**config.mk**
```make
export PLATFORM = sky130hd
export DESIGN_NAME = regCtlTop
export DESIGN_NICKNAME = d
export VERILOG_FILES = /design/src/rtl/regCtl_pkg.sv /design/src/rtl/regCtlTop.sv /design/src/rtl/paramRegBank.sv /design/src/rtl/axiLiteBridge.sv
export VERILOG_INCLUDE_DIRS = /design/src /design/src/include
export SDC_FILE = /design/constraint.sdc
export NUM_CORES = 1
export LEC_CHECK = 0
export BUFFER_PORTS_ARGS = -buffer_cell sky130_fd_sc_hd__buf_4
export CORE_AREA = 3 3 351 180
export CTS_CLUSTER_DIAMETER = 100
export DETAILED_ROUTE_END_ITERATION = 10
export DIE_AREA = 0 0 354 183
export GPL_ROUTABILITY_DRIVEN = 0
export GPL_TIMING_DRIVEN = 0
export MAX_ROUTING_LAYER = met4
export PLACE_DENSITY_LB_ADDON = 0.3
export SLEW_MARGIN = 30
export SYNTH_ARGS = -nofsm -noshare
export SYNTH_HDL_FRONTEND = slang
export SYNTH_SLANG_ARGS = --single-unit
```
**constraint.sdc**
```tcl
create_clock -name aclk -period 4.05 [get_ports aclk]
set_input_delay 0.2025 -clock aclk [delete_from_list [all_inputs] [get_ports aclk]]
set_output_delay 0.2025 -clock aclk [all_outputs]
set_load 0.01 [all_outputs]
```
**src/include/regCtl_consts.svh**
```systemverilog
//----------------------------------------------------------
// Bus and register-bank sizing for the register control port
// FOLD must be a power of two, BSEL_W and FSEL_W must agree
// with BUS_DATA_W and FOLD, and the address must cover all fields
//----------------------------------------------------------
`ifndef REGCTL_CONSTS_SVH
`define REGCTL_CONSTS_SVH

// AXI4-Lite side
`define BUS_ADDR_W 6
`define BUS_DATA_W 32

// Register bank side
`define REG_DATA_W 64
`define FOLD 2
`define REG_IDX_W 3
`define REG_COUNT 5
`define ID_VALUE 64'h5245_4743_0001_0002

// Byte-select and fold-select bits inside a byte address
`define BSEL_W 2
`define FSEL_W 1

`endif
```
**src/rtl/regCtl_pkg.sv**
```systemverilog
//----------------------------------------------------------
// Types shared by the AXI4-Lite bridge and the register bank
// Widths come from the consts header
//----------------------------------------------------------
`include "regCtl_consts.svh"

package regCtl_pkg;

	// AXI response codes, only the two in use
	typedef enum logic [1:0] {
		RESP_OKAY   = 2'b00,
		RESP_SLVERR = 2'b10
	} axiResp_e;

	// Bank opcodes
	typedef enum logic {
		IP_READ  = 1'b0,
		IP_WRITE = 1'b1
	} ipOp_e;

	// AW and AR payload, prot is carried but ignored
	typedef struct packed {
		logic [`BUS_ADDR_W-1:0] addr;
		logic [2:0]             prot;
	} axiAddr_t;

	// W payload, strobes are carried but ignored
	typedef struct packed {
		logic [`BUS_DATA_W-1:0]   data;
		logic [`BUS_DATA_W/8-1:0] strb;
	} axiWData_t;

	// Bank command, valid while ipEn is high
	typedef struct packed {
		ipOp_e                  op;
		logic [`REG_IDX_W-1:0]  idx;
		logic [`REG_DATA_W-1:0] wdata;
	} ipCmd_t;

endpackage

```
**src/rtl/regCtlTop.sv**
```systemverilog
//----------------------------------------------------------
// AXI4-Lite register port with its 64-bit parameter bank
//----------------------------------------------------------
`timescale 1ns/1ns
`include "regCtl_consts.svh"

module regCtlTop (
	input  logic                   aclk,
	input  logic                   rst,
	input  logic                   awvalid,
	output logic                   awready,
	input  regCtl_pkg::axiAddr_t   awAddr,
	input  logic                   wvalid,
	output logic                   wready,
	input  regCtl_pkg::axiWData_t  wData,
	output logic                   bvalid,
	input  logic                   bready,
	output regCtl_pkg::axiResp_e   bresp,
	input  logic                   arvalid,
	output logic                   arready,
	input  regCtl_pkg::axiAddr_t   arAddr,
	output logic                   rvalid,
	input  logic                   rready,
	output logic [`BUS_DATA_W-1:0] rdata,
	output regCtl_pkg::axiResp_e   rresp
);

	// Bank interface
	logic ipEn;
	regCtl_pkg::ipCmd_t ipCmd;
	logic ipRAck;
	logic [`REG_DATA_W-1:0] ipRData;

	axiLiteBridge uBridge (
		.aclk, .rst,
		.awvalid, .awready, .awAddr,
		.wvalid, .wready, .wData,
		.bvalid, .bready, .bresp,
		.arvalid, .arready, .arAddr,
		.rvalid, .rready, .rdata, .rresp,
		.ipEn, .ipCmd, .ipRAck, .ipRData
	);

	paramRegBank uBank (
		.aclk, .rst,
		.ipEn, .ipCmd,
		.ipRAck, .ipRData
	);

endmodule

```
**src/rtl/paramRegBank.sv**
```systemverilog
//----------------------------------------------------------
// Four 64-bit read/write registers plus a read-only ID register
// Writes land on the ipEn edge, reads acknowledge one cycle later
//----------------------------------------------------------
`timescale 1ns/1ns
`include "regCtl_consts.svh"

module paramRegBank (
	input  logic                   aclk,
	input  logic                   rst,
	input  logic                   ipEn,
	input  regCtl_pkg::ipCmd_t     ipCmd,
	output logic                   ipRAck,
	output logic [`REG_DATA_W-1:0] ipRData
);

	// Writable registers sit below the ID index
	logic [`REG_DATA_W-1:0] regs [`REG_COUNT-1];
	logic [`REG_DATA_W-1:0] rdVal;
	logic isRead;
	logic isWrite;

	assign isRead  = ipEn && (ipCmd.op == regCtl_pkg::IP_READ);
	assign isWrite = ipEn && (ipCmd.op == regCtl_pkg::IP_WRITE);

	//----------------------------------------------------------
	// Storage
	//----------------------------------------------------------
	// ID index and above never match, so those writes drop
	always_ff @(posedge aclk) begin
		if (rst) begin
			for (int i = 0; i < `REG_COUNT-1; i++)
				regs[i] <= '0;
		end else if (isWrite) begin
			for (int i = 0; i < `REG_COUNT-1; i++) begin
				if (ipCmd.idx == `REG_IDX_W'(i))
					regs[i] <= ipCmd.wdata;
			end
		end
	end

	//----------------------------------------------------------
	// Read path
	//----------------------------------------------------------
	// Unmapped indices read as zero
	always_comb begin
		rdVal = '0;
		for (int i = 0; i < `REG_COUNT-1; i++) begin
			if (ipCmd.idx == `REG_IDX_W'(i))
				rdVal = regs[i];
		end
		if (ipCmd.idx == `REG_IDX_W'(`REG_COUNT-1))
			rdVal = `ID_VALUE;
	end

	// One-cycle acknowledge
	always_ff @(posedge aclk) begin
		if (rst)
			ipRAck <= 1'b0;
		else
			ipRAck <= isRead;
	end

	// Data holds between reads
	always_ff @(posedge aclk) begin
		if (isRead)
			ipRData <= rdVal;
	end

endmodule

```
**src/rtl/axiLiteBridge.sv**
```systemverilog
//----------------------------------------------------------
// AXI4-Lite subordinate folding 32-bit words onto 64-bit registers
// Lower-word writes only stage, the upper word commits all 64 bits
// Upper-word reads return the half kept by the last lower read
// One read and one write in flight, strobes and prot are ignored
//----------------------------------------------------------
`timescale 1ns/1ns
`include "regCtl_consts.svh"

module axiLiteBridge (
	input  logic                       aclk,
	input  logic                       rst,
	// Write address and data
	input  logic                       awvalid,
	output logic                       awready,
	input  regCtl_pkg::axiAddr_t       awAddr,
	input  logic                       wvalid,
	output logic                       wready,
	input  regCtl_pkg::axiWData_t      wData,
	// Write response
	output logic                       bvalid,
	input  logic                       bready,
	output regCtl_pkg::axiResp_e       bresp,
	// Read address and data
	input  logic                       arvalid,
	output logic                       arready,
	input  regCtl_pkg::axiAddr_t       arAddr,
	output logic                       rvalid,
	input  logic                       rready,
	output logic [`BUS_DATA_W-1:0]     rdata,
	output regCtl_pkg::axiResp_e       rresp,
	// Bank side
	output logic                       ipEn,
	output regCtl_pkg::ipCmd_t         ipCmd,
	input  logic                       ipRAck,
	input  logic [`REG_DATA_W-1:0]     ipRData
);

	// Capture registers
	logic awHeld;
	logic wHeld;
	logic arHeld;
	regCtl_pkg::axiAddr_t awAddrQ;
	regCtl_pkg::axiAddr_t arAddrQ;
	regCtl_pkg::axiWData_t wDataQ;

	// Address split and issue
	logic [`REG_IDX_W-1:0] wIdx;
	logic [`REG_IDX_W-1:0] rIdx;
	logic [`FSEL_W-1:0] wFold;
	logic [`FSEL_W-1:0] rFold;
	logic wInRange;
	logic rInRange;
	logic wrIssue;
	logic rdIssue;
	logic rLock;
	logic intAck;

	// Fold buffers
	logic [`FOLD-1:0][`BUS_DATA_W-1:0] wStage;
	logic [`FOLD-1:0][`BUS_DATA_W-1:0] commitData;
	logic [`FOLD-1:0][`BUS_DATA_W-1:0] rKeep;

	//----------------------------------------------------------
	// Request capture
	//----------------------------------------------------------
	// Write pair frees together once B is taken
	always_ff @(posedge aclk) begin
		if (rst) begin
			awHeld <= 1'b0;
			wHeld  <= 1'b0;
		end else if (bvalid && bready) begin
			awHeld <= 1'b0;
			wHeld  <= 1'b0;
		end else begin
			if (awvalid && awready)
				awHeld <= 1'b1;
			if (wvalid && wready)
				wHeld <= 1'b1;
		end
	end

	// Read address stays held until R is taken
	always_ff @(posedge aclk) begin
		if (rst)
			arHeld <= 1'b0;
		else if (rvalid && rready)
			arHeld <= 1'b0;
		else if (arvalid && arready)
			arHeld <= 1'b1;
	end

	always_ff @(posedge aclk) begin
		if (awvalid && awready)
			awAddrQ <= awAddr;
		if (wvalid && wready)
			wDataQ <= wData;
		if (arvalid && arready)
			arAddrQ <= arAddr;
	end

	assign awready = !awHeld;
	assign wready  = !wHeld;
	assign arready = !arHeld;

	// Byte address is {index, fold, byte select}
	assign wIdx  = awAddrQ.addr[`BSEL_W+`FSEL_W +: `REG_IDX_W];
	assign rIdx  = arAddrQ.addr[`BSEL_W+`FSEL_W +: `REG_IDX_W];
	assign wFold = awAddrQ.addr[`BSEL_W +: `FSEL_W];
	assign rFold = arAddrQ.addr[`BSEL_W +: `FSEL_W];
	assign wInRange = wIdx < `REG_IDX_W'(`REG_COUNT);
	assign rInRange = rIdx < `REG_IDX_W'(`REG_COUNT);

	// Write wins over read; bvalid blocks a second issue of the same pair
	assign wrIssue = awHeld && wHeld && !bvalid;
	assign rdIssue = arHeld && !rLock && !wrIssue;

	//----------------------------------------------------------
	// Bank command
	//----------------------------------------------------------
	// Current word merged over the staged folds
	always_comb begin
		commitData = wStage;
		commitData[wFold] = wDataQ.data;
	end

	always_ff @(posedge aclk) begin
		if (rst)
			wStage <= '0;
		else if (wrIssue && wInRange)
			wStage[wFold] <= wDataQ.data;
	end

	// Strobe only on last-fold writes and first-fold reads
	always_ff @(posedge aclk) begin
		if (rst)
			ipEn <= 1'b0;
		else
			ipEn <= (wrIssue && wInRange && (&wFold)) ||
				(rdIssue && rInRange && !(|rFold));
	end

	always_ff @(posedge aclk) begin
		if (wrIssue) begin
			ipCmd.op    <= regCtl_pkg::IP_WRITE;
			ipCmd.idx   <= wIdx;
			ipCmd.wdata <= commitData;
		end else if (rdIssue) begin
			ipCmd.op  <= regCtl_pkg::IP_READ;
			ipCmd.idx <= rIdx;
		end
	end

	//----------------------------------------------------------
	// Replies
	//----------------------------------------------------------
	always_ff @(posedge aclk) begin
		if (rst)
			bvalid <= 1'b0;
		else if (wrIssue)
			bvalid <= 1'b1;
		else if (bready)
			bvalid <= 1'b0;
	end

	always_ff @(posedge aclk) begin
		if (wrIssue)
			bresp <= wInRange ? regCtl_pkg::RESP_OKAY : regCtl_pkg::RESP_SLVERR;
	end

	// Lock keeps the held read from issuing twice
	always_ff @(posedge aclk) begin
		if (rst) begin
			rLock  <= 1'b0;
			intAck <= 1'b0;
		end else begin
			if (rvalid && rready)
				rLock <= 1'b0;
			else if (rdIssue)
				rLock <= 1'b1;
			// Upper folds and bad indices answer without the bank
			intAck <= rdIssue && !(rInRange && !(|rFold));
		end
	end

	// Full 64 bits kept for later upper-word reads
	always_ff @(posedge aclk) begin
		if (rst)
			rKeep <= '0;
		else if (ipRAck)
			rKeep <= ipRData;
	end

	always_ff @(posedge aclk) begin
		if (rst)
			rvalid <= 1'b0;
		else if (ipRAck || intAck)
			rvalid <= 1'b1;
		else if (rready)
			rvalid <= 1'b0;
	end

	// Bank reads are always fold zero
	always_ff @(posedge aclk) begin
		if (ipRAck) begin
			rdata <= ipRData[`BUS_DATA_W-1:0];
			rresp <= regCtl_pkg::RESP_OKAY;
		end else if (intAck) begin
			rdata <= rInRange ? rKeep[rFold] : '0;
			rresp <= rInRange ? regCtl_pkg::RESP_OKAY : regCtl_pkg::RESP_SLVERR;
		end
	end

endmodule

```
==> results_dict.tcl, run 1 <==
set metrics [dict create \
    status "finished, final reports clean" \
    crit_arrival_ns 3.17 \
    row_count 64 \
    drtPass1Iterations 5 \
    synth_area_per_cell_um2 14.3 \
    synth_area_um2 24000 \
    ys.warnings.count 0 \
    power_leakage_nw 10.1 \
    final_util_pct 47.1 \
    worstPathMaxFanout 44 \
    wire_per_inst_um 23.3 \
    cts_inserted_buffers 52 \
    fmax_mhz 357 \
    worstPathRequired_ns 4.42 \
    die_h_um 183 \
    crit_chain "nand3b_1 -> buf_2 -> inv_2 -> clkbuf_4 -> nor4_1" \
    via_per_inst 5.26 \
    grt_antenna_before_repair 7 \
    grt_usage_pct 20.2 \
    place_ws_ns 0.897 \
    path_buf_inv 3 \
    synth_flop_cell "edfxtp_1" \
    clk_latency_ns 0.59 \
    initial_core_util_pct 39.7 \
    grt_pass1_wl_mm 93.6 \
    die_w_um 354 \
    finalSetupViolations 0 \
    synth_area_leader_cell "edfxtp_1" \
    cts_tree "built" \
    synth_top_area_share_pct 57.4 \
    fin_nets 1942 \
    ys_ff_latch 599 \
    async_flop_share_pct 0 \
    p_seq_share_pct 53.1 \
    io_buffers 84 \
    worst_setup_path_start_kind "register" \
    final.setup_skew_ns 0.0168 \
    clk_path_buf_depth 3 \
    comb_power_share_pct 7.9 \
    slew_viol_final 0 \
    drive_above_1_share_pct 18.4 \
    synth-edff-count 460 \
    dp_hpwl_mm 46.1 \
    p_switching_mw 2.97 \
    hold_viol 0 \
    drt-total-wl_mm 64.0 \
    synth_top_cells_by_area "edfxtp_1 (57%), dfxtp_1 (12%), and2_1 (6.7%)" \
    ys_seq_area_share_pct 69.0 \
    drc 0 \
    grt_overflow 0 \
    relSlewSlack_pct 28.1 \
    grt_pass1_vias 14105 \
    final_common_cell "edfxtp_1" \
    fp.coreArea_um2 60500 \
    fin_crit_sh_pct 69.1 \
    critPathCaptureType "register" \
    crit_path_top_delay_cell "nor4_1" \
    dpl_cell_area_um2 26300 \
    criticalPathCategory "reg2reg" \
    vias 14446 \
    layout_setup_ws_ns 1.25 \
    syn-instance-count 1677 \
    cts_sinks 599 \
    ys_types 35 \
    pin_count 102 \
    p_per_area_nw_per_um2 460 \
    final.fill_count 5276 \
    period_needed_ns 2.80 \
    area_growth_pct 18.5 \
    final_cell_mix "edfxtp_1 (460), and2_1 (256), dfxtp_1 (139), nor3_1 (128), a21oi_1 (101)" \
    whs_ns 0.185 \
    clk_pin_slew_ns 0.07 \
    maxCapViolations 0 \
    switching_share_pct 22.6 \
    rsz0062_at_grt "no" \
    die_area_um2 64800 \
    htree_num_levels 2 \
    finalPower_mw 13.1 \
    internal_power_mw 10.2 \
    post_cts_buffers 0 \
    clkPwrFrac_pct 39.0 \
    fin_area_um2 28500 \
    cts_root_buffer "clkbuf_16" \
    cpPeakStageDelay_ns 1.01 \
    cpLargestDelayFamily "simple AND/OR/NAND/NOR gates" \
    worstMarginPinSlew_ns 1.07 \
    hp-class "in2reg" \
    grt_start_max_net_pins 45 \
    drtAntennaViolNets 0 \
    vdd_ir_drop_max_mv 0.348 \
    drt_iter0_markers 1771 \
]
[power groups by stage]
| stage | logic, mW | clock network, mW | registers, mW |
|---|---|---|---|
| after global placement | 0.910 | 0 | 7.12 |
| after global routing | 1.11 | 5.45 | 6.98 |
| after floorplan | 0.559 | 0 | 7.05 |
| final | 1.03 | 5.11 | 6.97 |
| after detailed placement | 0.995 | 0 | 7.10 |
| after CTS | 1.03 | 5.19 | 6.97 |
[path summary, 6_finish.rpt]
kind / start / endpoint / slack (ns) / cells past startpoint
max reg2reg: uBridge.bvalid / uBridge.intAck / 1.25 / 5
min: arvalid / uBridge.arAddrQ[5] / 0.19 / 2
max: uBridge.bvalid / uBridge.intAck / 1.25 / 5
min reg2reg: uBridge.rKeep[16] / uBridge.rKeep[16] / 0.47 / 2
[layout make-up]
type | count | area, um^2 | area share [%]
Sequential cell | 599 | 16600 | 58.2
Antenna cell | 1 | 2.50 | 0.00878
Timing Repair Buffer | 149 | 1610 | 5.65
Multi-Input combinational cell | 951 | 6980 | 24.5
Tap cell | 825 | 1030 | 3.62
Clock buffer | 82 | 1600 | 5.60
Inverter | 6 | 22.5 | 0.0790
Clock inverter | 14 | 143 | 0.500
Buffer | 122 | 523 | 1.84
[worst register-to-register path: cells and delay by family, from the launching register on]
| kind | cells | cell delay (ns) |
|---|---|---|
| flops | 1 | 0.46 |
| simple gates | 2 | 1.17 |
| buf+inv | 3 | 0.97 |
[metal layers]
layer / share of wire, % / track usage [%] / vias to the layer above
met3: 11 / 6.86 / 79
met2: 39 / 26.1 / 585
met1: 48 / 30.8 / 7277
li1: - / - / 6505
met4: 1.4 / 3.27 / 0
met5: 0 / - / -
[registers in the layout, indices dropped and copies added (netlist names)]
signal           count
uBridge.bresp        1
uBridge.wStage      64
uBridge.ipCmd       68
uBank.ipRData       64
uBridge.arHeld       1
uBridge.wHeld        1
uBank.regs         256
uBridge.arAddrQ      4
uBridge.rresp        1
uBank.ipRAck         1
uBridge.rvalid       1
uBridge.intAck       1
uBridge.awAddrQ      4
uBridge.rdata       32
uBridge.rLock        1
uBridge.wDataQ      32
uBridge.awHeld       1
uBridge.bvalid       1
uBridge.ipEn         1
uBridge.rKeep       64
[synth_stat cells (all sizes together), types with 2 or more instances]
cell,instances
a211oi,2
a21oi,101
and2,256
buf,36
clkbuf,86
dfxtp,139
edfxtp,460
inv,6
mux2,64
mux2i,80
mux4,49
nand2,45
nand2b,51
nand3b,2
nor2,36
nor2b,54
nor3,132
o21a,3
o21ai,33
o21bai,4
o22ai,15
o2bb2ai,15
or2,3
[repair_timing]
item	4_1_cts	5_1_grt
endpoints found under the hold margin	45	0
hold buffers	45	0
resized for setup	0	0
[per-stage QoR]
step | setup TNS, ns | std cells
finish | 0 | 2749
floorplan | -16.21 | 1678
global placement | -509.94 | 2587
global route | 0 | 2748
detailed placement | 0 | 2607
CTS | 0 | 2748
[kinds of logic after synthesis]
group | count (synthesis) | synth area share, %
buf+inv | 128 | 2.25
simple gates | 583 | 13.8
mux | 193 | 10.9
flops | 599 | 69.0
other cells | 1 | 0.0156
compound gates | 173 | 4.01
Power figures use the tool's default switching activity.
==> run 2: changes to the inputs <==
--- a/config.mk
+++ b/config.mk
@@ -6,11 +6,12 @@
 export SDC_FILE = /design/constraint.sdc
 export NUM_CORES = 1
 export LEC_CHECK = 0
+export ABC_AREA = 1
 export BUFFER_PORTS_ARGS = -buffer_cell sky130_fd_sc_hd__buf_4
-export CORE_AREA = 3 3 351 180
+export CORE_AREA = 3 3 345 177
 export CTS_CLUSTER_DIAMETER = 100
 export DETAILED_ROUTE_END_ITERATION = 10
-export DIE_AREA = 0 0 354 183
+export DIE_AREA = 0 0 348 180
 export GPL_ROUTABILITY_DRIVEN = 0
 export GPL_TIMING_DRIVEN = 0
 export MAX_ROUTING_LAYER = met4
==> constraint.sdc (replaced) <==
create_clock -name aclk -period 2.9 [get_ports aclk]
set_input_delay 0.145 -clock aclk [delete_from_list [all_inputs] [get_ports aclk]]
set_output_delay 0.145 -clock aclk [all_outputs]
set_load 0.01 [all_outputs]
==> results_dict.tcl, run 2 <==
set metrics [dict create \
    fmax_mhz 367 \
    crit_arrival_ns 3.03 \
    drtPass1Iterations 6 \
    initial_core_util_pct 39.5 \
    synth_flop_cell "edfxtp_1" \
    grt_start_max_net_pins 65 \
    fin_cells 3185 \
    ys_ff_latch 599 \
    largest_reg_flops 256 \
    syn-instance-count 2155 \
    hold_viol 0 \
    regMostFlops "uBank.regs" \
    drive_above_1_share_pct 9.90 \
    r2r_cells 9 \
    worst_setup_path_start_kind "register" \
    final_common_cell "nor2_1" \
    critPathCaptureType "register" \
    hold_end "uBridge.rKeep[18]" \
    insertedDiodeCount 0 \
    cts_tree "built" \
    relSlewSlack_pct 38.2 \
    synth_area_leader_cell "edfxtp_1" \
    p_per_area_nw_per_um2 658 \
    multi_input_area_um2 5480 \
    die_area_um2 62600 \
    ys_types 22 \
    status "finished, final reports clean" \
    drc 0 \
    row_count 63 \
    cts_inserted_buffers 54 \
    hp-class "in2reg" \
    ys_seq_area_share_pct 71.7 \
    clk_path_buf_depth 3 \
    synth_area_per_cell_um2 10.7 \
    r2r-start "uBridge.ipCmd[66]" \
    power_leakage_nw 10.6 \
    ys.warnings.count 0 \
    dp_hpwl_mm 47.3 \
    fp.coreArea_um2 58600 \
    final.fill_count 5238 \
    tns_ns 0 \
    worstPathRequired_ns 3.20 \
    clk_latency_ns 0.61 \
    layout_setup_ws_ns 0.174 \
    ys_top_cells_by_count "nor2_1 (484), edfxtp_1 (460), nand2_1 (440), o21ai_0 (191), inv_1 (176)" \
    io_buffers 84 \
    cpPeakStageDelay_ns 0.48 \
    die_w_um 348 \
    vdd_ir_drop_max_mv 0.429 \
    crit_path_top_delay_cell "edfxtp_1" \
    grt_pass1_wl_mm 97.3 \
    worstMarginPinSlew_ns 0.927 \
    synth-edff-count 460 \
    grt_overflow 0 \
    die_h_um 180 \
    place_ws_ns -0.359 \
    layout.area.seq_um2 16600 \
    finalPower_mw 18.0 \
    final.setup_skew_ns 0.0247 \
    synth.most_common_cell "nor2_1" \
    rsz0062_at_grt "no" \
    synth_top_area_share_pct 59.7 \
    worstPathMaxFanout 17 \
    synth_area_um2 23200 \
    via_per_inst 5.12 \
    maxCapViolations 0 \
    final_cell_mix "nor2_1 (482), edfxtp_1 (460), nand2_1 (438), o21ai_0 (188), inv_1 (175)" \
    cts_root_buffer "clkbuf_16" \
    whs_ns 0.203 \
    r2r_slack_ns 0.17 \
    whs_path_depth 3 \
    drt_iter0_markers 2273 \
    crit_chain "inv_1 -> nand2_1 -> nor2_4 -> inv_1 -> clkbuf_1 -> o21ai_4 -> buf_16 -> buf_16 -> buf_16" \
    grt_antenna_before_repair 0 \
    grt_pass1_vias 15676 \
    place_inst 3034 \
    vias 16312 \
    cpMostUsedCell "buf_16" \
    period_needed_ns 2.73 \
    pin_count 102 \
    grt_usage_pct 21.4 \
    r2r_end "uBank.regs[2][9]" \
    area_growth_pct 18.4 \
    wire_per_inst_um 20.5 \
    slew_viol_final 0 \
    fin_nets 2421 \
    clk_pin_slew_ns 0.07 \
    cts_sinks 599 \
    drt-total-wl_mm 65.3 \
    async_flop_share_pct 0 \
    reg.largest.list "uBank.regs: 256 flops, uBridge.ipCmd: 68 flops" \
    finalSetupViolations 0 \
    criticalPathCategory "reg2reg" \
    drtAntennaViolNets 0 \
    fin_crit_sh_pct 94.0 \
    synth_top_cells_by_area "edfxtp_1 (60%), dfxtp_1 (12%), nor2_1 (7.8%)" \
    htree_num_levels 2 \
    min-delay-start "rst" \
]
==> run 2: cell count changes after synthesis, sizes merged, moves of 129 or more <==
cell,previous run,this run
nor2,36,486
nand2,45,440
and2,256,0
inv,6,178
o21ai,33,197
nor3,132,3
==> run 2: power by group <==
group / internal, mW / switching (mW) / total, mW
clock: 3.87 / 3.26 / 7.12
sequential: 9.57 / 0.154 / 9.72
combinational: 0.364 / 0.823 / 1.19
total: 13.8 / 4.24 / 18.0
==> run 2: metrics by stage <==
stage	area [um^2]	util [%]
after detailed placement	25200	43.0
final	27400	46.8
after floorplan	23200	-
after global routing	27400	46.8
after global placement	24800	42.3
after CTS	27400	46.8
==> run 2: cells by family after synthesis <==
group	Yosys count	share of synthesized area, %
simple gates	991	16.8
flops	599	71.7
compound gates	236	5.10
other cells	1	0.0162
buf+inv	296	5.04
mux	32	1.38
==> run 2: layer usage <==
metal | up-vias | wire (um) | GRT usage, %
met4 | 0 | 1080 | 3.94
li1 | 7518 | - | -
met1 | 7899 | 30300 | 32.5
met5 | - | 0 | -
met2 | 813 | 26000 | 28.1
met3 | 82 | 7930 | 6.29
==> run 2: cell type report <==
cell class | count | area share [%]
flip-flops and latches | 599 | 60.5
multi-input cells | 1261 | 20.0
repair buffers | 148 | 5.43
clock buffers | 65 | 5.19
well taps | 780 | 3.56
inverters | 180 | 2.46
plain buffers | 116 | 1.80
clock inverters | 36 | 1.06
==> run 2: worst max path at each step <==
stage | startpoint | end | cells past startpoint
after floorplan | uBridge.ipCmd[65] | uBank.regs[1][0] | 3
after global placement | uBridge.ipCmd[65] | uBank.regs[1][3] | 3
after detailed placement | rst | uBank.regs[1][3] | 8
after CTS | uBridge.ipCmd[66] | uBank.regs[2][12] | 9
after global routing | uBridge.ipCmd[66] | uBank.regs[2][10] | 9
final | uBridge.ipCmd[66] | uBank.regs[2][9] | 9
==> run 2: worst max-delay path: cells and delay by family (launching register included) <==
family	cells	cell delay [ns]
buffers and inverters	6	1.20
DFF	1	0.48
AOI/OAI and AO/OA	1	0.32
and+or+nand+nor	2	0.38
==> run 2: timing repair <==
item | 4_1_cts | 5_1_grt
endpoints found under the setup margin | 30 | 21
pin swaps | 1 | 0
gates cloned | 0 | 0
gates resized for setup | 0 | 3
setup buffers | 1 | 0
endpoints found under the hold margin | 55 | 0
hold buffers | 49 | 0
